--- src/verilog/mac_client_pkg.sv ---
package mac_client_pkg;

  //////////////////////////////
  // lane geometry
  //////////////////////////////
  localparam int BYTE_W = 8;                 // one byte lane
  localparam int KEEP_W = 8;                 // byte lanes per client word
  localparam int DATA_W = BYTE_W * KEEP_W;   // 64-bit client word

  //////////////////////////////
  // receive buffer
  //////////////////////////////
  localparam int RX_BUF_AW    = 9;                 // byte address bits
  localparam int RX_BUF_DEPTH = 1 << RX_BUF_AW;    // 512 bytes

  typedef logic [BYTE_W-1:0]          byte_t;    // one byte
  typedef logic [DATA_W-1:0]          word_t;    // lane 0 in bits 7:0
  typedef logic [KEEP_W-1:0]          keep_t;    // one enable per lane
  typedef logic [$clog2(KEEP_W)-1:0]  lane_t;    // lane index 0..7
  typedef logic [RX_BUF_AW:0]         rx_ptr_t;  // extra wrap bit for full/empty

  // filter write side
  typedef enum logic {
    RX_STORE,    // bytes go into the buffer
    RX_DISCARD   // overflowed frame, swallow until its last byte
  } rx_state_t;

  // downsizer
  typedef enum logic {
    TX_IDLE,     // ready for a new word
    TX_SEND      // walking lanes of the held word
  } tx_state_t;

endpackage

--- src/verilog/rx_width_upsizer.sv ---
`timescale 1ns/1ps

module rx_width_upsizer (
  input  logic                  clk_125,
  input  logic                  rst_n,
  input  mac_client_pkg::byte_t flt_byte,
  input  logic                  flt_last,
  input  logic                  flt_valid,
  input  logic                  mac_rx_ready,
  output logic                  flt_ready,
  output mac_client_pkg::word_t mac_rx_data,
  output mac_client_pkg::keep_t mac_rx_keep,
  output logic                  mac_rx_last,
  output logic                  mac_rx_valid
);
  import mac_client_pkg::*;

  lane_t lane;        // lane the next byte goes to
  logic  byte_fire;   // byte accepted from the filter
  logic  word_take;   // client takes the finished word
  logic  word_done;   // this byte closes the word

  // stall only while a finished word is still sitting there
  assign flt_ready = !mac_rx_valid || mac_rx_ready;
  assign byte_fire = flt_valid && flt_ready;
  assign word_take = mac_rx_valid && mac_rx_ready;
  assign word_done = byte_fire && (flt_last || (lane == lane_t'(KEEP_W-1)));

  //////////////////////////////
  // lane count and handshake
  //////////////////////////////
  always_ff @(posedge clk_125 or negedge rst_n)
  begin
    if (!rst_n)
    begin
      lane         <= '0;
      mac_rx_keep  <= '0;
      mac_rx_last  <= 1'b0;
      mac_rx_valid <= 1'b0;
    end
    else
    begin
      if (word_take)
        mac_rx_valid <= 1'b0;                      // may be set again below
      if (byte_fire)
      begin
        if (lane == '0)
          mac_rx_keep <= keep_t'(1);               // fresh word, lane 0 only
        else
          mac_rx_keep <= mac_rx_keep | (keep_t'(1) << lane);
        if (word_done)
        begin
          lane         <= '0;
          mac_rx_valid <= 1'b1;                    // present on the next clock
          mac_rx_last  <= flt_last;
        end
        else
        begin
          lane <= lane + 1'b1;
        end
      end
    end
  end

  // byte lands in its lane, earliest byte in bits 7:0
  always_ff @(posedge clk_125)
  begin
    if (byte_fire)
    begin
      mac_rx_data[lane*BYTE_W +: BYTE_W] <= flt_byte;
    end
  end

endmodule

--- config.mk ---
export PLATFORM = sky130hd
export DESIGN_NAME = rx_width_upsizer
export DESIGN_NICKNAME = d
export VERILOG_FILES = /design/src/verilog/mac_client_pkg.sv /design/src/verilog/rx_width_upsizer.sv
export SDC_FILE = /design/constraint.sdc
export NUM_CORES = 1
export LEC_CHECK = 0
export ABC_AREA = 1
export BUFFER_PORTS_ARGS = -buffer_cell sky130_fd_sc_hd__buf_4
export CORE_MARGIN = 5
export CORE_UTILIZATION = 52
export DETAILED_ROUTE_END_ITERATION = 7
export GPL_ROUTABILITY_DRIVEN = 0
export PLACE_DENSITY_LB_ADDON = 0.15
export SYNTH_ARGS = -nofsm -noshare
export SYNTH_HDL_FRONTEND = slang
export SYNTH_SLANG_ARGS = --single-unit
export TNS_END_PERCENT = 10
--- constraint.sdc ---
create_clock -name clk_125 -period 2.7 [get_ports clk_125]
set_input_delay 0.27 -clock clk_125 [delete_from_list [all_inputs] [get_ports clk_125]]
set_output_delay 0.27 -clock clk_125 [all_outputs]
set_load 0.03 [all_outputs]
; After elaboration in Yosys (flattened, before gate mapping)
; Cells that the tools add are included.
[word_totals]
wordCells = 26
inputBits = 13
regBits = 77
output_inout_bits = 75
[classes]
reduce_logical = 8
muxes = 6
eq_ne = 1
shifts = 3
addsub = 2
n_bitwise = 1
[ops]
columns = cell, n
row1 = bitwise mux 64 bit, 1
row2 = variable shift 8 x 34 -> 64 bit (first input constant), 1
row3 = variable part select 8 x 34 -> 64 bit, 1
row4 = negator 6 -> 34 bit, 1
row5 = 2-to-1 mux 8 bit, 1
row6 = bitwise OR 8 bit, 1
row7 = left shift 1 x 3 -> 8 bit (first input constant), 1
row8 = adder 3 x 1 -> 3 bit (second input constant), 1
row9 = == test 3 bit (second input constant), 1
row10 = logical AND 1 bit, 3
row11 = zero test 3 bit, 1
row12 = 2-to-1 mux 1 bit, 3
row13 = 2-to-1 mux 3 bit, 1
row14 = logical OR 1 bit, 2
row15 = AND reduction 2 bit, 1
row16 = zero test 1 bit, 1

; Longest topological paths before layout
; Gate-level depths: netlist (run 1).
[depth]
word_depth = 6
depth_mapped = 9
depth_no_buf = 8

; Worst setup path after synthesis (run 1)
; OpenSTA, ideal clock, no wires.
[synth_path]
kind = register -> register
start = register, netlist name lane[0]
end = register mac_rx_data[0], enable pin
arrival_ps = 2039
period_less_slack_ps = 2409
setup_ps = 370
setup_slack_ps = 291
n_path_buf = 1
stages_incl_launch_ff = 10
required_time_ps = 2330
path_cell_list = dfrtp_1 > inv_2 > ha_1 > ha_1 > buf_2 > clkinv_2 > nand2_1 > nor2_1 > nand2_2 > nor2_1
[synth_rtl]
columns = item, line
row1 = end signal: indexed assignment, rx_width_upsizer.sv:70  ; mac_rx_data[lane*BYTE_W +: BYTE_W] <= flt_byte;
row2 = end: declaration, rx_width_upsizer.sv:11  ; output mac_client_pkg::word_t mac_rx_data,

==> results of run 1 <==
area by class of cell:
| cell class | count | share of cell area [%] |
|---|---|---|
| Multi-Input combinational cell | 180 | 20.0 |
| Sequential cell | 77 | 53.8 |
| Inverter | 26 | 2.37 |
| Tap cell | 75 | 2.25 |
| Timing Repair Buffer | 99 | 17.8 |
| Clock buffer | 10 | 3.05 |
| Clock inverter | 5 | 0.689 |
cells in the mapped netlist (all sizes together):
cell | count | share of area [%]
a21oi | 1 | 0.27
buf | 7 | 1.4
clkbuf | 4 | 0.46
clkinv | 1 | 0.15
dfrtp | 13 | 10
edfxtp | 64 | 59
ha | 8 | 3.1
inv | 25 | 2.9
nand2 | 55 | 6.7
nand3 | 18 | 2.9
nand4 | 9 | 1.7
nor2 | 76 | 9.0
nor3 | 3 | 0.46
o21ai | 9 | 1.4
o21bai | 1 | 0.23
kinds of logic after synthesis:
| family | synth area share [%] |
|---|---|
| DFF | 69.3 |
| buffers and inverters | 4.94 |
| and+or+nand+nor | 20.8 |
| adders and majority gates | 3.09 |
| AOI/OAI and AO/OA | 1.89 |
metal layers:
layer  vias to the layer above  track usage [%]
li1                       1169                -
met1                      1166             27.1
met2                       142             32.9
met3                        11             5.44
met4                         0             8.12
met5                         -                0
flip-flops by register name, indices dropped and copies added (netlist names), named ones only:
name / count
lane: 3
mac_rx_valid: 1
mac_rx_data: 64
mac_rx_keep: 7
mac_rx_last: 1
metrics by stage:
step	instance area (um2)	utilization (%)	instances	hold WS, ns	setup slack, ns
after floorplan	3240	-	294	-0.0256	0.291
after global placement	4010	67.0	456	0.127	0.362
after detailed placement	4010	67.0	456	0.124	0.238
after CTS	4180	69.8	472	0.125	0.228
after global routing	4180	69.8	472	0.140	0.0763
final	4180	69.8	472	0.136	0.192
worst reg2reg max path: stages, from the launching register on:
cell      delay, ns
dfrtp_1        0.55
inv_2          0.12
ha_1           0.28
ha_1           0.34
clkinv_2       0.07
nand2_1        0.10
nor2_1         0.13
nand2_2        0.13
nor2_1         0.30
buf_4          0.21
power by group:
group / internal, uW / switching (uW)
clock: 323 / 394
sequential: 1340 / 29.6
combinational: 178 / 464
final timing paths:
check / from / end / slack, ns
max in group asynchronous: rst_n / async pin / 2.24
setup / recovery: lane[0] / mac_rx_data[3] / 0.19
setup reg to reg: lane[0] / mac_rx_data[3] / 0.19
hold reg to reg: mac_rx_last / mac_rx_last / 0.48
min in group asynchronous: rst_n / mac_rx_keep[5] / 0.30
hold / removal: flt_last / mac_rx_last / 0.14
==> results.md, run 1 <==
* First-pass GRT wire length at 11,900 um
* DR WL met3 at about 870 um
* Nets at 414
* Core ar. at 5990 um2
* CTS max path bufs at 2
* Starting Density at 54.2%
* Share of layout cells above drive strength 1 at 30.7%
* Mapped cell area at 3240 um2
* Port buffer count at 87
* Lkg Pwr at 0.00187 uW
* Fin. Hold Viols at 0
* Detailed route wirelength on metal2 at between 3000 and 4000 um
* Row count at 28
* HPWL after DPL at between 5000 and 6000 um
* Commonest cells after routing, fill and taps aside: buf_4 (98), nor2_1 (75), edfxtp_1 (64)
* Pwr Total at 2730 uW
* Largest net degree at the start of global routing at 23
* Crit path time final at ~2.5 ns
* Vias/cell at 5.27
* Clock Pin Slew Worst Setup and Hold Paths at 0.07 ns
* Setup TNS at 0 ns
* Critical Path Start Type: register
* Synthesized Nets at 315
* HP Class: input port to register
* Syn. warnings at 0
* Worst reg-to-reg path cell count at 9
* Full die area at approximately 8000 um2
* Vias in the first global route at roughly 2.4k
* Post-synthesis sequential area ratio at roughly 69%
* Initial antenna violation count at 0
* Gr ovfl total at 0
* Worst path buffer plus inverter count at 3
* CP Depth at 9
* Area growth, synth to finish at 28.8%
* DR vias at 2,488
* DRC errors left at 0
* PostCTS Resize Cnt at 0
* Critical Path Max Stage Delay at 0.55 ns
* Die Height at 89.0 um
* Syn Inst Count at 294
* Top-level I/O count at between 80 and 90
* Avg WL per Cell at 15.9 um
* Setup Buffers After CTS at 0
* CTS Buf Count at 9
* CTS tree: built
* Htree depth at 3
* CP delay by family, top: simple AND/OR/NAND/NOR gates
* Critical path's slowest cell: dfrtp_1
* Max Slew Vio Count at 0
* WL final at 7490 um
* Max FO, Critical Path at 9
* DRT iter0 DRCs at between 150 and 200
* Routed Antenna Nets at 0
* Total track usage at 20.6%
* Clock Latency Late Sink at 0.35 ns
* Register area at 2250 um2
* Max-cap violations at 0
* CP Data Required Time at 2.77 ns
* Ant. Diodes at 0
* Worst VDD drop at between 0.4 and 0.5 mV
* Area occupied by multi-input gates at 837 um2
* Hold_buf cts at 1
* # setup viols final at 0
* Power Density at 653 nW/um2
* Crit path capture type: register
* Commonest non-fill, non-tap cell in the layout: buf_4
* WL met1 at 2910 um
* RSZ-0062 raised after global routing: no
* Worst Tran Pin Value at between 0.6 and 0.7 ns
* Max_slew headroom at 56.5%
* CP Class: register to register
* Outcome: finished, final reports clean
* Final Cycle Share at 92.9%
* Worst clock skew at slightly above 0.009 ns
* Flops & latches, synth at between 70 and 80
* Mean Syn Cell Area at roughly 11 um2
* Sink Count at just under 80
* Hold depth at 3
* Clk root buf: clkbuf_8
* Top Layer Used: met4
* Die Width at 89.0 um
* Fill cells at 446
* Cell chain of the critical path: inv_2 > ha_1 > ha_1 > clkinv_2 > nand2_1 > nor2_1 > nand2_2 > nor2_1 > buf_4
* CP arrival at 2.57 ns
* F_max at around 0.40 GHz
* Drt pass-1 iters at 5
* Distinct cell type count after synthesis at 21
No activity file was read; power rests on OpenSTA's default activity.
==> run 2: changes to the inputs <==
ABC_AREA = 0   (was 1)
==> results.md, run 2 <==
* Outcome: finished, final reports clean
* Share of layout cells above drive strength 1 at 35.6% (+4.9 points)
* Max reg flops at 64 (unchanged)
* Final Util at 70.4% (+0.61 points)
* Drt pass-1 iters at 4 (-1)
* CTS tree: built
* Die Height at 88.2 um (-0.86%)
* Worst Tran Pin Value at 0.652 ns (+0.00196 ns)
* Critical path's slowest cell: ha_1
* CP arrival at 2.46 ns (-0.11 ns)
* Synth Area in Compound Gates at 3.50% (+1.6 points)
* Post-synthesis sequential area ratio at 70.6% (+1.4 points)
* Placed Cells at 381 (-16%)
* Post-Synth Simple-Gate Area at 20.1% (-0.73 points)
* Fin. Hold Viols at 0 (unchanged)
* Setup TNS at 0 ns (unchanged)
* Max_slew headroom at 56.4% (-0.13 points)
* Total track usage at 18.7% (-1.8 points)
* Avg WL per Cell at 17.6 um (+11%)
* Gr ovfl total at 0 (unchanged)
* Routed Antenna Nets at 0 (unchanged)
* CTS max path bufs at 2 (unchanged)
* Top-level I/O count at 88 (unchanged)
* CP Class: register to register
* CP dominant cell by count: ha_1
* # setup viols final at 0 (unchanged)
* HP Class: input port to register
* Reg2reg start: lane[1]
* Crit path capture type: register
* Max Slew Vio Count at 0 (unchanged)
* Power Density at 695 nW/um2 (+6.4%)
* Row count at 28 (unchanged)
* Vias in the first global route at 2,079 (-13%)
* F_max at 0.408 GHz (+2.4%)
* Synth area leaders: edfxtp_1 (60%), dfrtp_1 (10%), and2_1 (6.7%), and3_1 (5.5%), ha_1 (3.1%)
* Top cell types by occurrence after synthesis: edfxtp_1 (64), and2_1 (34), and3_1 (28)
* Area growth, synth to finish at 30.9%
* Full die area at 7780 um2 (-1.7%)
* Syn Inst Count at 221 (-25%)
* Clk root buf: clkbuf_8
* PostCTS Resize Cnt at 0 (unchanged)
* Fill cells at 411 (-7.8%)
* EDFF count, synth at 64 (unchanged)
* Commonest cells after routing, fill and taps aside: buf_4 (95), edfxtp_1 (64), and2_1 (34)
* Largest family of logic cells by synthesized area: simple AND/OR/NAND/NOR gates
* CP Depth at 5 (-4)
* Worst clock skew at 0.00771 ns (-0.00144 ns)
* Crit path time final at 2.45 ns (-0.0595 ns)
* Mapped cell area at 3180 um2 (-1.9%)
* Worst path buffer plus inverter count at 1 (-2)
* RSZ-0062 raised after global routing: no
* Core ar. at 5920 um2 (-1.2%)
* DR vias at 2,131 (-14%)
* Yosys top cell by area: edfxtp_1
* Max FO, Critical Path at 15 (+6)
* FF-to-FF setup slack at 0.25 ns (+0.06 ns)
* Initial antenna violation count at 0 (unchanged)
* CP startpoint: lane[1]
* Cell chain of the critical path: inv_1 > ha_1 > ha_1 > and4b_1 > and2_1
* First-pass GRT wire length at 10,600 um (-11%)
* CP delay by family, top: simple AND/OR/NAND/NOR gates
* Worst reg-to-reg path cell count at 5 (-4)
* Commonest non-fill, non-tap cell in the layout: buf_4
* Syn. warnings at 0 (unchanged)
* Synth top area share at 60.4% (+1.2 points)
* Largest net degree at the start of global routing at 16 (-30%)
* RR Endpoint: mac_rx_data[4]
* Critical Path Sink: mac_rx_data[4]
* Fraction of synthesized area in multiplexers at 0.354% (+0.35 points)
* Final Cycle Share at 90.7% (-2.2 points)
* Htree depth at 3 (unchanged)
* Max-cap violations at 0 (unchanged)
* Die Width at 88.2 um (-0.86%)
* Setup Buffers After CTS at 0 (unchanged)
* Starting Density at 53.7% (-0.42 points)
* CTS Buf Count at 9 (unchanged)
* HPWL after DPL at 5140 um (-9.8%)
* Synth Area in XOR/XNOR at 0% (unchanged)
* Hold_buf cts at 1 (unchanged)
* Nets at 339 (-18%)
* WL final at 7010 um (-6.3%)
* Post-synthesis adder-cell area fraction at 3.15% (+0.061 points)
* Worst hold margin at 0.169 ns (+0.0328 ns)
* Most common cell in the netlist: edfxtp_1
* Sink Count at 77 (unchanged)
* Lkg Pwr at 0.00185 uW (-1.1%)
* Port buffer count at 87 (unchanged)
* Pwr Total at 2890 uW (+6.1%)
* DRC errors left at 0 (unchanged)
* Clock Latency Late Sink at 0.34 ns (about the same)
* Clock Pin Slew Worst Setup and Hold Paths at 0.08 ns (about the same)
* Mean Syn Cell Area at 14.4 um2 (+30%)
* Top flop regs: mac_rx_data (64), mac_rx_keep (7), lane (3)
* DRT iter0 DRCs at 185 (-6.1%)
* Synthesized Nets at 242 (-23%)
* Vias/cell at 5.35 (+1.6%)
* Hold path start: flt_last
* Distinct cell type count after synthesis at 35 (+67%)
* Most flop-heavy register: mac_rx_data
* Async S/R FF share, synth at 16.9% (unchanged)
* Critical Path Start Type: register
* Worst VDD drop at 0.499 mV (+11%)
* Ant. Diodes at 0 (unchanged)
* CP Data Required Time at 2.71 ns (-0.06 ns)
* Most used DFF post-synth: edfxtp_1
* Critical Path Max Stage Delay at 0.47 ns (-0.08 ns)
* Fin cells at 398 (-16%)
* Flops & latches, synth at 77 (unchanged)
-- run 2: cell types whose count changed in the layout (fill, tap and decap cells not counted), moves of 7 or more --
cell / previous run / this run
nor2_1: 75 / 11
nand2_1: 51 / 3
nand3_1: 17 / 3
and2_1: 0 / 34
and3_1: 0 / 28
inv_1: 23 / 6
nand4_1: 9 / 2
-- run 2: how the worst min path moves through the flow --
stage | end | slack (ns) | cells after the start
floorplan | async pin | -0.03 | 0
global placement | mac_rx_keep[3] | 0.12 | 1
detailed placement | mac_rx_keep[3] | 0.12 | 1
CTS | mac_rx_last | 0.16 | 2
global route | mac_rx_last | 0.18 | 2
finish | mac_rx_last | 0.17 | 2
-- run 2: where the power goes --
group	switching (uW)	internal, uW
Combinational	388	199
Clock	400	521
Sequential	34.3	1350
Total	822	2070
-- run 2: cells by family (layout without fill, tap and decap cells) --
kind of cell               count (synthesis)  after routing
AOI/OAI and AO/OA                         17             17
adders and majority gates                  8              8
buffers and inverters                     17            119
DFF                                       77             77
muxes                                      1              1
and+or+nand+nor                          101            101
-- run 2: layer usage --
metal | track usage, % | vias to the layer above | routed length, um
met3 | 3.45 | 7 | 565
met2 | 31.5 | 92 | 3500
met5 | 0 | - | 0
met1 | 23.7 | 1033 | 2870
met4 | 8.38 | 0 | 79
li1 | - | 999 | -
-- run 2: per-stage QoR --
stage          worst slack, ns  instance area, um2
2_1_floorplan            0.309                3180
3_3_place_gp             0.380                3940
6_report                 0.252                4170
4_1_cts                  0.263                4170
3_5_place_dp             0.298                3940
5_1_grt                 0.0721                4170
-- run 2: layout make-up --
cell class	instances	area [um2]	share of cell area (%)
Clock buffer	10	128	3.06
Clock inverter	6	86.3	2.07
Inverter	7	26.3	0.631
Multi-Input combinational cell	127	862	20.7
Sequential cell	77	2250	53.9
Tap cell	75	93.8	2.25
Timing Repair Buffer	96	723	17.4
