**src/verilog/mac_client_pkg.sv**
```systemverilog
package mac_client_pkg;

  //////////////////////////////
  // lane geometry
  //////////////////////////////
  localparam int BYTE_W = 8;                 // one byte lane
  localparam int KEEP_W = 8;                 // byte lanes per client word
  localparam int DATA_W = BYTE_W * KEEP_W;   // 64-bit client word

  //////////////////////////////
  // receive buffer
  //////////////////////////////
  localparam int RX_BUF_AW    = 9;                 // byte address bits
  localparam int RX_BUF_DEPTH = 1 << RX_BUF_AW;    // 512 bytes

  typedef logic [BYTE_W-1:0]          byte_t;    // one byte
  typedef logic [DATA_W-1:0]          word_t;    // lane 0 in bits 7:0
  typedef logic [KEEP_W-1:0]          keep_t;    // one enable per lane
  typedef logic [$clog2(KEEP_W)-1:0]  lane_t;    // lane index 0..7
  typedef logic [RX_BUF_AW:0]         rx_ptr_t;  // extra wrap bit for full/empty

  // filter write side
  typedef enum logic {
    RX_STORE,    // bytes go into the buffer
    RX_DISCARD   // overflowed frame, swallow until its last byte
  } rx_state_t;

  // downsizer
  typedef enum logic {
    TX_IDLE,     // ready for a new word
    TX_SEND      // walking lanes of the held word
  } tx_state_t;

endpackage

```
**src/verilog/tx_width_downsizer.sv**
```systemverilog
`timescale 1ns/1ps

module tx_width_downsizer (
  input  logic                  clk_125,
  input  logic                  rst_n,
  input  mac_client_pkg::word_t mac_tx_data,
  input  mac_client_pkg::keep_t mac_tx_keep,
  input  logic                  mac_tx_last,
  input  logic                  mac_tx_valid,
  input  logic                  tx_axis_mac_tready,
  output logic                  mac_tx_ready,
  output mac_client_pkg::byte_t tx_axis_mac_tdata,
  output logic                  tx_axis_mac_tvalid,
  output logic                  tx_axis_mac_tlast
);
  import mac_client_pkg::*;

  tx_state_t state;
  word_t     data_q;      // held client word
  keep_t     keep_q;      // its lane enables
  logic      last_q;      // word closes a frame
  lane_t     lane;        // lane on the byte bus now
  logic      byte_take;   // MAC accepts current byte
  logic      final_lane;  // no kept lane after this one

  assign mac_tx_ready       = (state == TX_IDLE);
  assign tx_axis_mac_tvalid = (state == TX_SEND);
  assign tx_axis_mac_tdata  = data_q[lane*BYTE_W +: BYTE_W];
  assign byte_take          = tx_axis_mac_tvalid && tx_axis_mac_tready;
  assign final_lane         = (lane == lane_t'(KEEP_W-1)) ||
                              !keep_q[lane_t'(lane + 1'b1)];  // keep is contiguous
  assign tx_axis_mac_tlast  = tx_axis_mac_tvalid && last_q && final_lane;

  //////////////////////////////
  // lane walk FSM
  //////////////////////////////
  always_ff @(posedge clk_125 or negedge rst_n)
  begin
    if (!rst_n)
    begin
      state <= TX_IDLE;
      lane  <= '0;
    end
    else
    begin
      case (state)
        TX_IDLE:
        begin
          if (mac_tx_valid)
          begin
            state <= TX_SEND;                      // first byte out next clock
            lane  <= '0;
          end
        end
        TX_SEND:
        begin
          if (byte_take)
          begin
            if (final_lane)
              state <= TX_IDLE;                    // word done
            else
              lane <= lane + 1'b1;
          end
        end
      endcase
    end
  end

  // latch the word on acceptance
  always_ff @(posedge clk_125)
  begin
    if (mac_tx_valid && mac_tx_ready)
    begin
      data_q <= mac_tx_data;
      keep_q <= mac_tx_keep;
      last_q <= mac_tx_last;
    end
  end

endmodule

```
**config.mk**
```make
export PLATFORM = sky130hd
export DESIGN_NAME = tx_width_downsizer
export DESIGN_NICKNAME = d
export VERILOG_FILES = /design/src/verilog/mac_client_pkg.sv /design/src/verilog/tx_width_downsizer.sv
export SDC_FILE = /design/constraint.sdc
export NUM_CORES = 1
export LEC_CHECK = 0
export BUFFER_PORTS_ARGS = -buffer_cell sky130_fd_sc_hd__buf_4
export CAP_MARGIN = 20
export CORE_MARGIN = 2
export CORE_UTILIZATION = 42
export DETAILED_ROUTE_END_ITERATION = 10
export GPL_TIMING_DRIVEN = 0
export PLACE_DENSITY = 0.69
export SETUP_SLACK_MARGIN = 0.5
export SYNTH_ARGS = -nofsm -noshare
export SYNTH_HDL_FRONTEND = slang
export SYNTH_SLANG_ARGS = --single-unit
```
**constraint.sdc**
```tcl
create_clock -name clk_125 -period 2.5 [get_ports clk_125]
set_input_delay 0.125 -clock clk_125 [delete_from_list [all_inputs] [get_ports clk_125]]
set_output_delay 0.125 -clock clk_125 [all_outputs]
set_load 0.005 [all_outputs]
```
; ---- Word level (Yosys, flattened, before mapping)
; Cells that the tools add are included.
[classes]
mux = 10
n_shift = 1
n_addsub = 1
n_lt_le_gt_ge = 1
n_eq_ne = 4
bitwise = 1
reduce_logical = 7
[ops]
columns = cell, n
row1 = $shiftx 64x7->8, 1
row2 = $mux 3, 3
row3 = $pmux 3 s2, 1
row4 = $logic_and 1x1->1, 4
row5 = $lt 3x4->1 const B, 1
row6 = $mux 1, 4
row7 = $ne 2x2->1 const B, 2
row8 = $add 3x1->3 const B, 1
row9 = $bmux 1 s3, 1
row10 = $eq 3x3->1 const B, 1
row11 = $reduce_and 3->1, 1
row12 = $ne 2x1->1 const B, 1
row13 = $pmux 1 s2, 1
row14 = $logic_not 1->1, 1
row15 = $logic_or 1x1->1, 1
row16 = $not 1->1, 1
[totals]
word_cells = 30
reg_bits = 77

; ---- Depth between registers and ports, before layout
; Gate-level depths: netlist (run 1).
[depth]
word_depth = 8
mapped_depth = 6
ltp_nobuf = 6

; ---- Least setup slack after synthesis (run 1)
; OpenSTA, ideal clock, no wires.
[synth_path]
path_type = register -> register
startpoint = reg state, in the netlist tx_axis_mac_tvalid
endpoint = reg data_q[0], enable pin
n_path_buf = 0
arrival_time_ps = 2030
path_stages_with_launch = 4
path_slack_ps = 43
cell_sequence = dfrtp_1 -> inv_1 -> nand2_1 -> inv_1
[synth_via]
elab_chain_cells = 2
[synth_lines]
columns = item, line_no
row1 = "start, declared", tx_width_downsizer.sv:18  ; tx_state_t state;
row2 = "start signal, assigned", tx_width_downsizer.sv:41  ; state <= TX_IDLE;
row3 = "start signal, assigned", tx_width_downsizer.sv:51  ; state <= TX_SEND;
row4 = "start signal, assigned", tx_width_downsizer.sv:60  ; state <= TX_IDLE;
row5 = $not 1->1, -
row6 = net mac_tx_ready, tx_width_downsizer.sv:11  ; output logic mac_tx_ready,
row7 = $logic_and 1x1->1, tx_width_downsizer.sv:72  ; if (mac_tx_valid && mac_tx_ready)
row8 = "end signal, assigned", tx_width_downsizer.sv:74  ; data_q <= mac_tx_data;
row9 = "end, declared", tx_width_downsizer.sv:19  ; word_t data_q;
; The timed path passes the listed nets, and every way through them passes these cells.
; A chain may end at the register's enable or synchronous reset.

; ---- Worst setup path after layout (run 1)
[layout_path]
startpoint = reg lane[0]
endpoint = out tx_axis_mac_tdata[7]
[layout_via]
elab_chain_cells = 1
[layout_lines]
columns = item, line_no
row1 = "start, declared", tx_width_downsizer.sv:22  ; lane_t lane;
row2 = "start signal, assigned", tx_width_downsizer.sv:62  ; lane <= lane + 1'b1;
row3 = $shiftx 64x7->8, tx_width_downsizer.sv:28  ; assign tx_axis_mac_tdata = data_q[lane*BYTE_W +: BYTE_W];
row4 = "end, declared", tx_width_downsizer.sv:12  ; output mac_client_pkg::byte_t tx_axis_mac_tdata,
; No other way between the ends.

==> parameters.txt, run 1 <==
Parameter                              Value

Worst setup path
  Count of cell instances traversed by the critical path ... 7
  Setup slack, reg-to-reg ... 450 ps
  CP most frequent cell ... sky130_fd_sc_hd__buf_4
  Worst path slowest cell ... sky130_fd_sc_hd__mux4_2
  Worst r2r dst ... lane[0]$_DFFE_PN0P_
  Worst path top cell family by delay ... multiplexers
  Critical R2R Launch ... lane[1]$_DFFE_PN0P_
  Critical path cell sequence ... buf_4 -> buf_6 -> buf_8 -> buf_12 -> mux4_2 -> mux2_4 -> buf_4
  Combined buffer and inverter count along the critical path ... 5
  Capturing element type of the critical path ... output pin
  Worst-case reg-to-reg path depth ... 8
  Setup crit start kind ... flip-flop
  Kind of critical path ... flip-flop to output pin
  Largest incremental delay on the critical path ... 510 ps
  Crit path required time ... 2380 ps
  Critical-path maximum fanout ... 5
  Crit path arrival time ... 2160 ps

GRT
  Number of global-route vias before repair ... 2213
  GR Util met1 ... 0.2139
  Most heavily used metal layer in global routing ... met2
  Largest net degree at the start of global routing ... 47
  Global-route met3 utilization ... 0.05302
  Met2 routing resource usage after global routing ... 0.3356
  Overflow left after global routing ... 0
  Initial antenna violation count ... 0
  Global router's overall resource usage ... 0.1893
  First-pass GRT wire length ... 10820 um

Synthesis
  Post-synthesis register bit count ... 77
  Yosys synthesis warning count ... 0
  Synth Area in Simple Gates ... 0.02191
  Post-synthesis xor/xnor area fraction ... 0
  Post-synthesis compound-gate area fraction ... 0.01298
  Top cell type's share of synthesized area ... 0.7108
  Synthesized-area fraction occupied by adder cells ... 0.008114
  Combined area of all synthesized cells ... 3084 sq um
  Avg Cell Area, Syn ... 22.35 sq um
  Main combinational cell family by area after synthesis ... multiplexers
  Portion of the post-synthesis area used by sequential elements ... 0.7432
  Cells taking the most area after synthesis ... sky130_fd_sc_hd__edfxtp_1 71%, sky130_fd_sc_hd__mux4_1 14%, sky130_fd_sc_hd__mux2_2 3.3%
  Yosys top cell by area ... sky130_fd_sc_hd__edfxtp_1
  Number of instances in the synthesized netlist ... 138
  Multiplexer share of the synthesized area ... 0.1895
  Net count of the mapped netlist ... 217
  Netlist cell types ... 24

Timing
  Slew at the pin with the worst max-slew slack ... 806.8 ps
  Worst slew margin ... 0.4622
  Hold Violations, Final ... 0
  Portion of the clock cycle consumed by the worst path in the final layout ... 0.9139
  Aggregate negative setup slack ... 0 ps
  Setup violations, final ... 0
  Clock period minus worst slack ... 2285 ps
  Timing-limited maximum frequency ... 0.4377 GHz
  Worst hold margin ... 70.47 ps
  Final Slew Violations ... 0
  RSZ-0062 raised after global routing ... true
  Worst-case clock skew ... 5.715 ps

CTS
  TritonCTS clock tree ... yes
  Clock latency of the later-clocked register in the worst-skew pair ... 350 ps
  Total number of H-tree levels ... 3
  TritonCTS buffer count ... 9
  Clock root buffer ... sky130_fd_sc_hd__clkbuf_8
  Clock-pin slew of the registers on the worst-case setup and hold paths ... 70 ps
  Count of clock tree sinks ... 77
  Maximum count of clock buffers along a single path ... 2

Hold path
  Hold_sp ... mac_tx_valid
  Hold/Removal Path Class ... primary input to flip-flop
  Cell count of the worst hold path ... 3
  Worst min-delay path endpoint ... tx_axis_mac_tvalid$_DFF_PN0_

Route
  Number of design rule violations left after detail routing ... 0
  First drt pass iteration count ... 4
  Count of routing violations after the opening detailed-route iteration ... 62
  Via Count ... 2008
  Routed len/inst ... 16.69 um
  Drt total wl ... 7095 um
  Final ANT Viol Nets ... 0
  Vias per cell ... 4.725

Placement
  Cell count after placement ... 325
  Buffers on Ports ... 87
  HPWL after detailed placement ... 4149 um
  Global placer's final weighted congestion ... 0.7630

Cells and area
  Total number of nets in the final design ... 400
  Fraction of layout instances using a drive strength above 1 ... 0.4571
  Most used cells in the layout excluding fill and tap cells ... 90 x sky130_fd_sc_hd__buf_4, 75 x sky130_fd_sc_hd__dlygate4sd3_1, 73 x sky130_fd_sc_hd__edfxtp_1, 17 x sky130_fd_sc_hd__mux4_2, 10 x sky130_fd_sc_hd__clkbuf_8
  Area grow syn2layout ... 60.57%
  Number of fill cells ... 488
  Share of the core filled with cells in the final layout ... 0.6901
  Most frequent standard cell in the layout excluding fill and tap cells ... sky130_fd_sc_hd__buf_4
  Antenna Cells ... 0
  Number of standard cells in the final layout excluding fillers ... 425

Power and ir drop
  Leak ... 1.920 nW
  Maximum vdd ir drop ... 544.8 uV
  Overall power consumption ... 0.004377 W
  Power density of the placed cells ... 883.8 nW/um^2

Run
  Max_cap viols ... 0

Floorplan
  Num ports ... 88
  Effective utilization at floorplan ... 0.4298
  Standard cell core area ... 7176 sq um
  Floorplan die area ... 8045 sq um
  Width of the die ... 89.70 um
  Number of cell rows ... 31
  Floorplan die height ... 89.70 um

Status
  Status ... finished, final reports clean
registers in the layout (all words and copies together) (netlist names):
register            count
tx_axis_mac_tvalid      1
keep_q                  8
data_q                 64
last_q                  1
lane                    3
layer usage:
layer,vias up,part of all wire
met5,-,0
met4,0,0.028
met3,19,0.059
met2,76,0.52
met1,985,0.39
li1,928,-
synthesized netlist by cell type, drive strengths merged:
master	instances
a21oi	1
a31oi	2
a32o	1
and3	1
buf	6
clkbuf	1
dfrtp	4
edfxtp	73
ha	2
inv	4
mux2	9
mux2i	4
mux4	17
nand2	6
nand2b	1
nand3	1
nor2	2
nor3b	1
o211ai	1
o21ai	1
cell type report:
cell class / instances / area (sq um) / area share
Clock buffer: 11 / 131.4 / 0.02653
Buffer: 7 / 88.84 / 0.01794
Clock inverter: 5 / 51.30 / 0.01036
Timing Repair Buffer: 172 / 1530 / 0.3090
Multi-Input combinational cell: 50 / 715.7 / 0.1445
Tap cell: 99 / 123.9 / 0.02501
Inverter: 4 / 18.77 / 0.003790
Sequential cell: 77 / 2292 / 0.4629
how the worst max path moves through the flow:
stage / from / endpoint
2_1_floorplan: tx_axis_mac_tvalid$_DFF_PN0_ / data_q[0]$_DFFE_PP_
3_3_place_gp: tx_axis_mac_tvalid$_DFF_PN0_ / data_q[1]$_DFFE_PP_
3_5_place_dp: lane[1]$_DFFE_PN0P_ / tx_axis_mac_tdata[2]
4_1_cts: lane[1]$_DFFE_PN0P_ / tx_axis_mac_tlast
5_1_grt: lane[0]$_DFFE_PN0P_ / tx_axis_mac_tdata[7]
6_report: lane[0]$_DFFE_PN0P_ / tx_axis_mac_tdata[7]
report_power, final:
part	leakage, nW	internal [W]	switching, W	total [W]
clock network	0.0907	0.000455	0.000439	0.000894
logic	1.11	0.00109	0.000677	0.00177
registers	0.721	0.00164	0.0000728	0.00172
total	1.92	0.00319	0.00119	0.00438
tightest hold or removal path: stages:
cell and delay (ps):
sky130_fd_sc_hd__buf_4 120, sky130_fd_sc_hd__nor2_1 80, sky130_fd_sc_hd__a31oi_1 50
cells by family after synthesis:
kind of cell / Yosys count
AND/OR/NAND/NOR: 12
flip-flops: 77
buffers and inverters: 11
multiplexers: 30
adder cells (fa/ha/maj): 2
AO/OA/AOI/OAI: 6
per-stage QoR:
| stage | setup WS (ps) | instance area (sq um) |
|---|---|---|
| after floorplan | 489.8 | 3095 |
| after global placement | 73.08 | 3872 |
| after detailed placement | 413.6 | 3892 |
| after CTS | 201.0 | 4900 |
| after global routing | 144.6 | 4952 |
| final | 215.3 | 4952 |
timing repair:
item	CTS	global route
cloned	1	0
pin swaps	2	2
setup buffers	6	2
gates resized for setup	24	16
hold buffers	75	0
endpoints found under the setup margin	9	10
hold endpoints to repair	78	0
Power figures use the tool's default switching activity.
==> run 2, diff against run 1 <==
REMOVE_ABC_BUFFERS = 1   (was unset)
==> run 2 against run 1 <==
Clock power up 19%. Register-to-register slack better by 190 ps. Critical path depth down 1. Cell count down 2.8%. Via count down 5.3%. Utilization down 0.65 points. Clock skew up 0.87 ps. Largest cell class unchanged. Global-route usage down 3.1 points. Combinational power down 21%. Clock-buffer cell count down 2. Sequential cell count unchanged.
==> parameters.txt, run 2 (same netlist as run 1, synthesis figures left out) <==
Parameter                              Value

Power and ir drop
  Leak ... 1.908 nW (was 1.920 nW)
  Switching share of power ... 0.2482 (was 0.2715)
  Logic gate share of total power ... 0.333 (was 0.403)
  Seq pwr share ... 0.413 (was 0.392)
  Internal power contribution ... 0.003136 W (was 0.003188 W)
  Maximum vdd ir drop ... 361.8 uV (was 544.8 uV)
  Net switching power figure ... 0.001035 W (was 0.001188 W)
  Power density of the placed cells ... 850.3 nW/um^2 (was 883.8 nW/um^2)
  Clock share of power ... 0.254 (was 0.204)

Floorplan
  Standard cell core area ... 7176 sq um (unchanged)
  Floorplan die area ... 8045 sq um (unchanged)
  Num ports ... 88 (unchanged)
  Floorplan die height ... 89.70 um (unchanged)
  Width of the die ... 89.70 um (unchanged)
  Number of cell rows ... 31 (unchanged)
  Effective utilization at floorplan ... 0.4298 (unchanged)

Timing
  RSZ-0062 raised after global routing ... true (unchanged)
  Slew at the pin with the worst max-slew slack ... 685.8 ps (was 806.8 ps)
  Setup slack after layout ... 199.5 ps (was 215.3 ps)
  Worst-case clock skew ... 6.584 ps (was 5.715 ps)
  Timing-limited maximum frequency ... 0.4347 GHz (was 0.4377 GHz)
  Final Slew Violations ... 0 (unchanged)
  Worst slew margin ... 0.5421 (was 0.4622)
  Aggregate negative setup slack ... 0 ps (unchanged)
  Hold Violations, Final ... 0 (unchanged)
  Setup violations, final ... 0 (unchanged)
  Clock period minus worst slack ... 2300 ps (was 2285 ps)
  Portion of the clock cycle consumed by the worst path in the final layout ... 0.9202 (was 0.9139)

Cells and area
  Share of the core filled with cells in the final layout ... 0.6837 (was 0.6901)
  Most frequent standard cell in the layout excluding fill and tap cells ... sky130_fd_sc_hd__buf_4 (unchanged)
  Area grow syn2layout ... 59.07% (was 60.57%)
  Fraction of layout instances using a drive strength above 1 ... 0.3981 (was 0.4571)
  Total number of nets in the final design ... 389 (was 400)
  Register containing the most flip-flops in the final layout ... data_q (unchanged)
  Most used cells in the layout excluding fill and tap cells ... 90 x sky130_fd_sc_hd__buf_4, 75 x sky130_fd_sc_hd__dlygate4sd3_1, 73 x sky130_fd_sc_hd__edfxtp_1, 16 x sky130_fd_sc_hd__mux4_1 (was 90 x sky130_fd_sc_hd__buf_4, 75 x sky130_fd_sc_hd__dlygate4sd3_1, 73 x sky130_fd_sc_hd__edfxtp_1, 17 x sky130_fd_sc_hd__mux4_2, 10 x sky130_fd_sc_hd__clkbuf_8)
  Fin area ... 4906 sq um (was 4952 sq um)
  Max FFs per register ... 64 (unchanged)
  Number of fill cells ... 458 (was 488)
  Top Registers ... data_q: 64 flops, keep_q: 8 flops, lane: 3 flops (unchanged)
  Antenna Cells ... 0 (unchanged)
  Number of standard cells in the final layout excluding fillers ... 413 (was 425)

Route
  Vias per cell ... 4.603 (was 4.725)
  Routed len/inst ... 15.00 um (was 16.69 um)
  Number of design rule violations left after detail routing ... 0 (unchanged)
  Count of routing violations after the opening detailed-route iteration ... 68 (was 62)
  Drt total wl ... 6195 um (was 7095 um)
  Final ANT Viol Nets ... 0 (unchanged)
  Via Count ... 1901 (was 2008)
  First drt pass iteration count ... 4 (unchanged)

GRT
  Initial antenna violation count ... 0 (unchanged)
  Largest net degree at the start of global routing ... 42 (was 47)
  Overflow left after global routing ... 0 (unchanged)
  Global router's overall resource usage ... 0.1584 (was 0.1893)
  First-pass GRT wire length ... 9059 um (was 10820 um)
  Number of global-route vias before repair ... 1965 (was 2213)

CTS
  Clock root buffer ... sky130_fd_sc_hd__clkbuf_8 (unchanged)
  Total number of H-tree levels ... 3 (unchanged)
  Count of clock tree sinks ... 77 (unchanged)
  Clock latency of the later-clocked register in the worst-skew pair ... 340 ps (was 350 ps)
  Clock-pin slew of the registers on the worst-case setup and hold paths ... 70 ps (about the same)
  TritonCTS buffer count ... 9 (unchanged)
  TritonCTS clock tree ... yes (unchanged)
  Maximum count of clock buffers along a single path ... 2 (unchanged)

Placement
  Cell count after placement ... 319 (was 325)
  HPWL after detailed placement ... 3542 um (was 4149 um)
  Placed cell area ... 3849 sq um (was 3892 sq um)
  Minimum setup slack after placement ... -27.68 ps (was 413.6 ps)
  Buffers on Ports ... 87 (unchanged)
  Global placer's final weighted congestion ... 0.7821 (was 0.7630)

Worst setup path
  Worst-case reg-to-reg path depth ... 6 (was 8)
  Setup slack, reg-to-reg ... 640 ps (was 450 ps)
  Capturing element type of the critical path ... output pin (unchanged)
  Critical-path maximum fanout ... 2 (was 5)
  Worst r2r dst ... lane[2]$_DFFE_PN0P_ (was lane[0]$_DFFE_PN0P_)
  Critical R2R Launch ... lane[1]$_DFFE_PN0P_ (unchanged)
  Kind of critical path ... flip-flop to output pin (unchanged)
  Setup crit start kind ... flip-flop (unchanged)
  Crit path required time ... 2380 ps (about the same)
  Crit path capture ... tx_axis_mac_tlast (was tx_axis_mac_tdata[7])
  Setup crit start ... lane[0]$_DFFE_PN0P_ (unchanged)
  Crit path arrival time ... 2180 ps (was 2160 ps)

Run
  Max_cap viols ... 0 (unchanged)

Hold path
  Hold/Removal Path Class ... primary input to flip-flop (unchanged)

Status
  Status ... finished, final reports clean (unchanged)
==> run 2: repair_timing <==
action | 4_1_cts | 5_1_grt
hold buffers | 75 | 0
hold endpoints to repair | 78 | 0
resized for setup | 8 | 3
pin swaps | 1 | 0
buffers inserted | 4 | 0
setup endpoints to repair | 13 | 9
==> run 2: critical path, stage by stage, from the launching register on <==
cell                       delay, ps
sky130_fd_sc_hd__dfrtp_4         500
sky130_fd_sc_hd__ha_4            290
sky130_fd_sc_hd__mux4_2          490
sky130_fd_sc_hd__nand2b_4        160
sky130_fd_sc_hd__o211ai_1        110
sky130_fd_sc_hd__and3_1          190
sky130_fd_sc_hd__buf_4           110
==> run 2: metrics by stage <==
stage | hold slack (ps) | power [W]
floorplan | -170.6 | 0.002437
global placement | -76.44 | 0.002847
detailed placement | -75.79 | 0.002922
CTS | 46.73 | 0.004184
global route | 63.41 | 0.004403
finish | 76.76 | 0.004171
==> run 2: area by class of cell <==
cell class	instances	area [sq um]	share of cell area
Multi-Input combinational cell	50	754.5	0.1538
Clock inverter	6	102.6	0.02091
Inverter	4	15.01	0.003060
Clock buffer	9	123.9	0.02525
Timing Repair Buffer	168	1485	0.3027
Sequential cell	77	2301	0.4690
Tap cell	99	123.9	0.02525
==> run 2: power by group through the flow <==
stage | Combinational [W] | Sequential, W | Clock [W]
after floorplan | 0.000640 | 0.00180 | 0
after global placement | 0.000978 | 0.00187 | 0
after detailed placement | 0.00110 | 0.00182 | 0
after CTS | 0.00137 | 0.00172 | 0.00109
after global routing | 0.00151 | 0.00174 | 0.00115
final | 0.00139 | 0.00172 | 0.00106
==> run 2: how the worst min path moves through the flow <==
stage          slack, ps          from  cells past startpoint                            to
2_1_floorplan       -170         rst_n                      0           lane[0]$_DFFE_PN0P_
3_3_place_gp         -80         rst_n                      1  tx_axis_mac_tvalid$_DFF_PN0_
3_5_place_dp         -80         rst_n                      1  tx_axis_mac_tvalid$_DFF_PN0_
4_1_cts               50  mac_tx_valid                      3  tx_axis_mac_tvalid$_DFF_PN0_
5_1_grt               60  mac_tx_valid                      3  tx_axis_mac_tvalid$_DFF_PN0_
6_report              80  mac_tx_valid                      3  tx_axis_mac_tvalid$_DFF_PN0_
==> run 2: layer usage <==
layer | wire length [um] | global-route usage
met4 | 55 | 0.04885
met2 | 3226 | 0.2781
met1 | 2485 | 0.1807
met3 | 427 | 0.05759
met5 | 0 | 0
==> run 3, diff against run 2 <==
CORE_ASPECT_RATIO = 0.8   (was unset)
==> run 3 against run 2 <==
Final area rose by 0.28%. Hold slack improved by 8.0 ps. Cell count fell by 1.5%. Sequential share of layout area fell by 0.18 points. Sequential power barely moved. Clock skew rose by 0.51 ps.
==> parameters.txt, run 3 (same netlist as run 1, synthesis figures left out) <==
Parameter                              Value

Power and ir drop
  Power density of the placed cells ... 884.4 nW/um^2 (was 850.3 nW/um^2)
  Maximum vdd ir drop ... 451.8 uV (was 361.8 uV)
  Leak ... 1.917 nW (was 1.908 nW)
  Overall power consumption ... 0.004351 W (was 0.004171 W)

Hold path
  Hold/Removal Path Class ... primary input to flip-flop (unchanged)
  Worst min-delay path endpoint ... tx_axis_mac_tvalid$_DFF_PN0_ (unchanged)
  Cell count of the worst hold path ... 3 (unchanged)
  Hold_sp ... mac_tx_valid (unchanged)

Worst setup path
  Critical-path maximum fanout ... 2 (unchanged)
  Capturing element type of the critical path ... output pin (unchanged)
  Worst path slowest cell ... sky130_fd_sc_hd__mux4_2 (was sky130_fd_sc_hd__dfrtp_4)
  Worst-case reg-to-reg path depth ... 7 (was 6)
  Critical R2R Launch ... lane[0]$_DFFE_PN0P_ (was lane[1]$_DFFE_PN0P_)
  Worst r2r dst ... lane[1]$_DFFE_PN0P_ (was lane[2]$_DFFE_PN0P_)
  Critical path cell sequence ... clkbuf_16 -> ha_4 -> mux4_2 -> nand2b_4 -> o211ai_1 -> and3_1 -> buf_4 (was ha_4 -> mux4_2 -> nand2b_4 -> o211ai_1 -> and3_1 -> buf_4)
  Kind of critical path ... flip-flop to output pin (unchanged)
  Setup crit start kind ... flip-flop (unchanged)
  Crit path required time ... 2380 ps (about the same)
  Crit path arrival time ... 2190 ps (was 2180 ps)
  Largest incremental delay on the critical path ... 480 ps (was 500 ps)
  Setup slack, reg-to-reg ... 560 ps (was 640 ps)

Route
  Count of routing violations after the opening detailed-route iteration ... 72 (was 68)
  Final ANT Viol Nets ... 0 (unchanged)
  Routed len/inst ... 17.30 um (was 15.00 um)
  Number of design rule violations left after detail routing ... 0 (unchanged)
  Drt total wl ... 7043 um (was 6195 um)
  Via Count ... 1954 (was 1901)
  Vias per cell ... 4.801 (was 4.603)
  First drt pass iteration count ... 4 (unchanged)

Cells and area
  Register containing the most flip-flops in the final layout ... data_q (unchanged)
  Fin area ... 4920 sq um (was 4906 sq um)
  Top Registers ... data_q: 64 flops, keep_q: 8 flops, lane: 3 flops (unchanged)
  Max FFs per register ... 64 (unchanged)
  Antenna Cells ... 0 (unchanged)
  Fraction of layout instances using a drive strength above 1 ... 0.4438 (was 0.3981)
  Total number of nets in the final design ... 394 (was 389)
  Area grow syn2layout ... 59.51% (was 59.07%)
  Most used cells in the layout excluding fill and tap cells ... 94 x sky130_fd_sc_hd__buf_4, 75 x sky130_fd_sc_hd__dlygate4sd3_1, 73 x sky130_fd_sc_hd__edfxtp_1, 10 x sky130_fd_sc_hd__mux4_2, 9 x sky130_fd_sc_hd__clkbuf_8 (was 90 x sky130_fd_sc_hd__buf_4, 75 x sky130_fd_sc_hd__dlygate4sd3_1, 73 x sky130_fd_sc_hd__edfxtp_1, 16 x sky130_fd_sc_hd__mux4_1)
  Number of fill cells ... 428 (was 458)
  Most frequent standard cell in the layout excluding fill and tap cells ... sky130_fd_sc_hd__buf_4 (unchanged)

Floorplan
  Floorplan die height ... 80.65 um (was 89.70 um)
  Standard cell core area ... 6993 sq um (was 7176 sq um)
  Width of the die ... 99.81 um (was 89.70 um)
  Floorplan die area ... 8049 sq um (was 8045 sq um)
  Num ports ... 88 (unchanged)
  Number of cell rows ... 27 (was 31)
  Effective utilization at floorplan ... 0.4410 (was 0.4298)

Run
  Max_cap viols ... 0 (unchanged)

Placement
  Minimum setup slack after placement ... 67.97 ps (was -27.68 ps)
  Global placer's final weighted congestion ... 0.6932 (was 0.7821)
  Buffers on Ports ... 87 (unchanged)
  HPWL after detailed placement ... 3476 um (was 3542 um)
  Placed cell area ... 3816 sq um (was 3849 sq um)

Timing
  Slew at the pin with the worst max-slew slack ... 896.4 ps (was 685.8 ps)
  Setup slack after layout ... 180.2 ps (was 199.5 ps)
  RSZ-0062 raised after global routing ... true (unchanged)
  Timing-limited maximum frequency ... 0.4311 GHz (was 0.4347 GHz)
  Final Slew Violations ... 0 (unchanged)
  Portion of the clock cycle consumed by the worst path in the final layout ... 0.9279 (was 0.9202)
  Setup violations, final ... 0 (unchanged)
  Worst slew margin ... 0.4024 (was 0.5421)
  Worst hold margin ... 84.77 ps (was 76.76 ps)
  Worst-case clock skew ... 7.093 ps (was 6.584 ps)
  Hold Violations, Final ... 0 (unchanged)
  Clock period minus worst slack ... 2320 ps (was 2300 ps)
  Aggregate negative setup slack ... 0 ps (unchanged)

CTS
  Count of clock tree sinks ... 77 (unchanged)
  Maximum count of clock buffers along a single path ... 2 (unchanged)
  Total number of H-tree levels ... 3 (unchanged)
  TritonCTS clock tree ... yes (unchanged)
  TritonCTS buffer count ... 9 (unchanged)
  Clock latency of the later-clocked register in the worst-skew pair ... 350 ps (was 340 ps)
  Clock-pin slew of the registers on the worst-case setup and hold paths ... 80 ps (was 70 ps)
  Clock root buffer ... sky130_fd_sc_hd__clkbuf_8 (unchanged)

GRT
  Number of global-route vias before repair ... 2172 (was 1965)
  First-pass GRT wire length ... 10540 um (was 9059 um)
  Global router's overall resource usage ... 0.1832 (was 0.1584)
  Initial antenna violation count ... 0 (unchanged)
  Largest net degree at the start of global routing ... 74 (was 42)
  Overflow left after global routing ... 0 (unchanged)

Status
  Status ... finished, final reports clean (unchanged)
-- run 3: power breakdown --
part	internal, W	switching [W]	total (W)
logic	0.000957	0.000598	0.00156
clock network	0.000578	0.000487	0.00107
registers	0.00165	0.0000785	0.00173
-- run 3: cell type report --
type | instances | area (sq um) | share of cell area
Clock buffer | 9 | 123.9 | 0.02518
Clock inverter | 7 | 103.9 | 0.02111
Inverter | 4 | 17.52 | 0.003561
Multi-Input combinational cell | 50 | 723.2 | 0.1470
Sequential cell | 77 | 2298 | 0.4672
Tap cell | 87 | 108.9 | 0.02213
Timing Repair Buffer | 173 | 1544 | 0.3138
-- run 3: critical path, delay by kind of cell (launching register included) --
family	cells	cell delay, ps
buffers and inverters	2	250
AOI/OAI and AO/OA	1	100
and+or+nand+nor	2	340
DFF	1	420
adders and majority gates	1	260
muxes	1	480
-- run 3: stage by stage --
step | instances | util
after detailed placement | 306 | 0.5457
final | 407 | 0.7035
after global placement | 305 | 0.5414
after CTS | 406 | 0.7033
after floorplan | 131 | -
after global routing | 407 | 0.7035
-- run 3: how the worst max path moves through the flow --
stage                                 startpoint  slack, ps                   end  cells after the start
floorplan           tx_axis_mac_tvalid$_DFF_PN0_         40   data_q[0]$_DFFE_PP_                      3
global placement    tx_axis_mac_tvalid$_DFF_PN0_       -490  data_q[17]$_DFFE_PP_                      3
detailed placement           lane[1]$_DFFE_PN0P_         70     tx_axis_mac_tlast                      6
CTS                          lane[0]$_DFFE_PN0P_        160     tx_axis_mac_tlast                      7
global route                 lane[0]$_DFFE_PN0P_        110     tx_axis_mac_tlast                      7
finish                       lane[0]$_DFFE_PN0P_        180     tx_axis_mac_tlast                      7
-- run 3: repair_timing --
item,CTS,global route
gates resized for setup,15,12
endpoints found under the setup margin,13,10
cloned,1,0
hold buffers,75,0
pin swaps,2,2
hold endpoints to repair,78,0
buffers inserted,8,1
-- run 3: routing by layer --
metal | GRT usage | vias up | wire length, um
li1 | - | 922 | -
met1 | 0.1975 | 947 | 2801
met2 | 0.3392 | 72 | 3694
met3 | 0.06005 | 13 | 430
met4 | 0.06301 | 0 | 116
met5 | 0 | - | 0
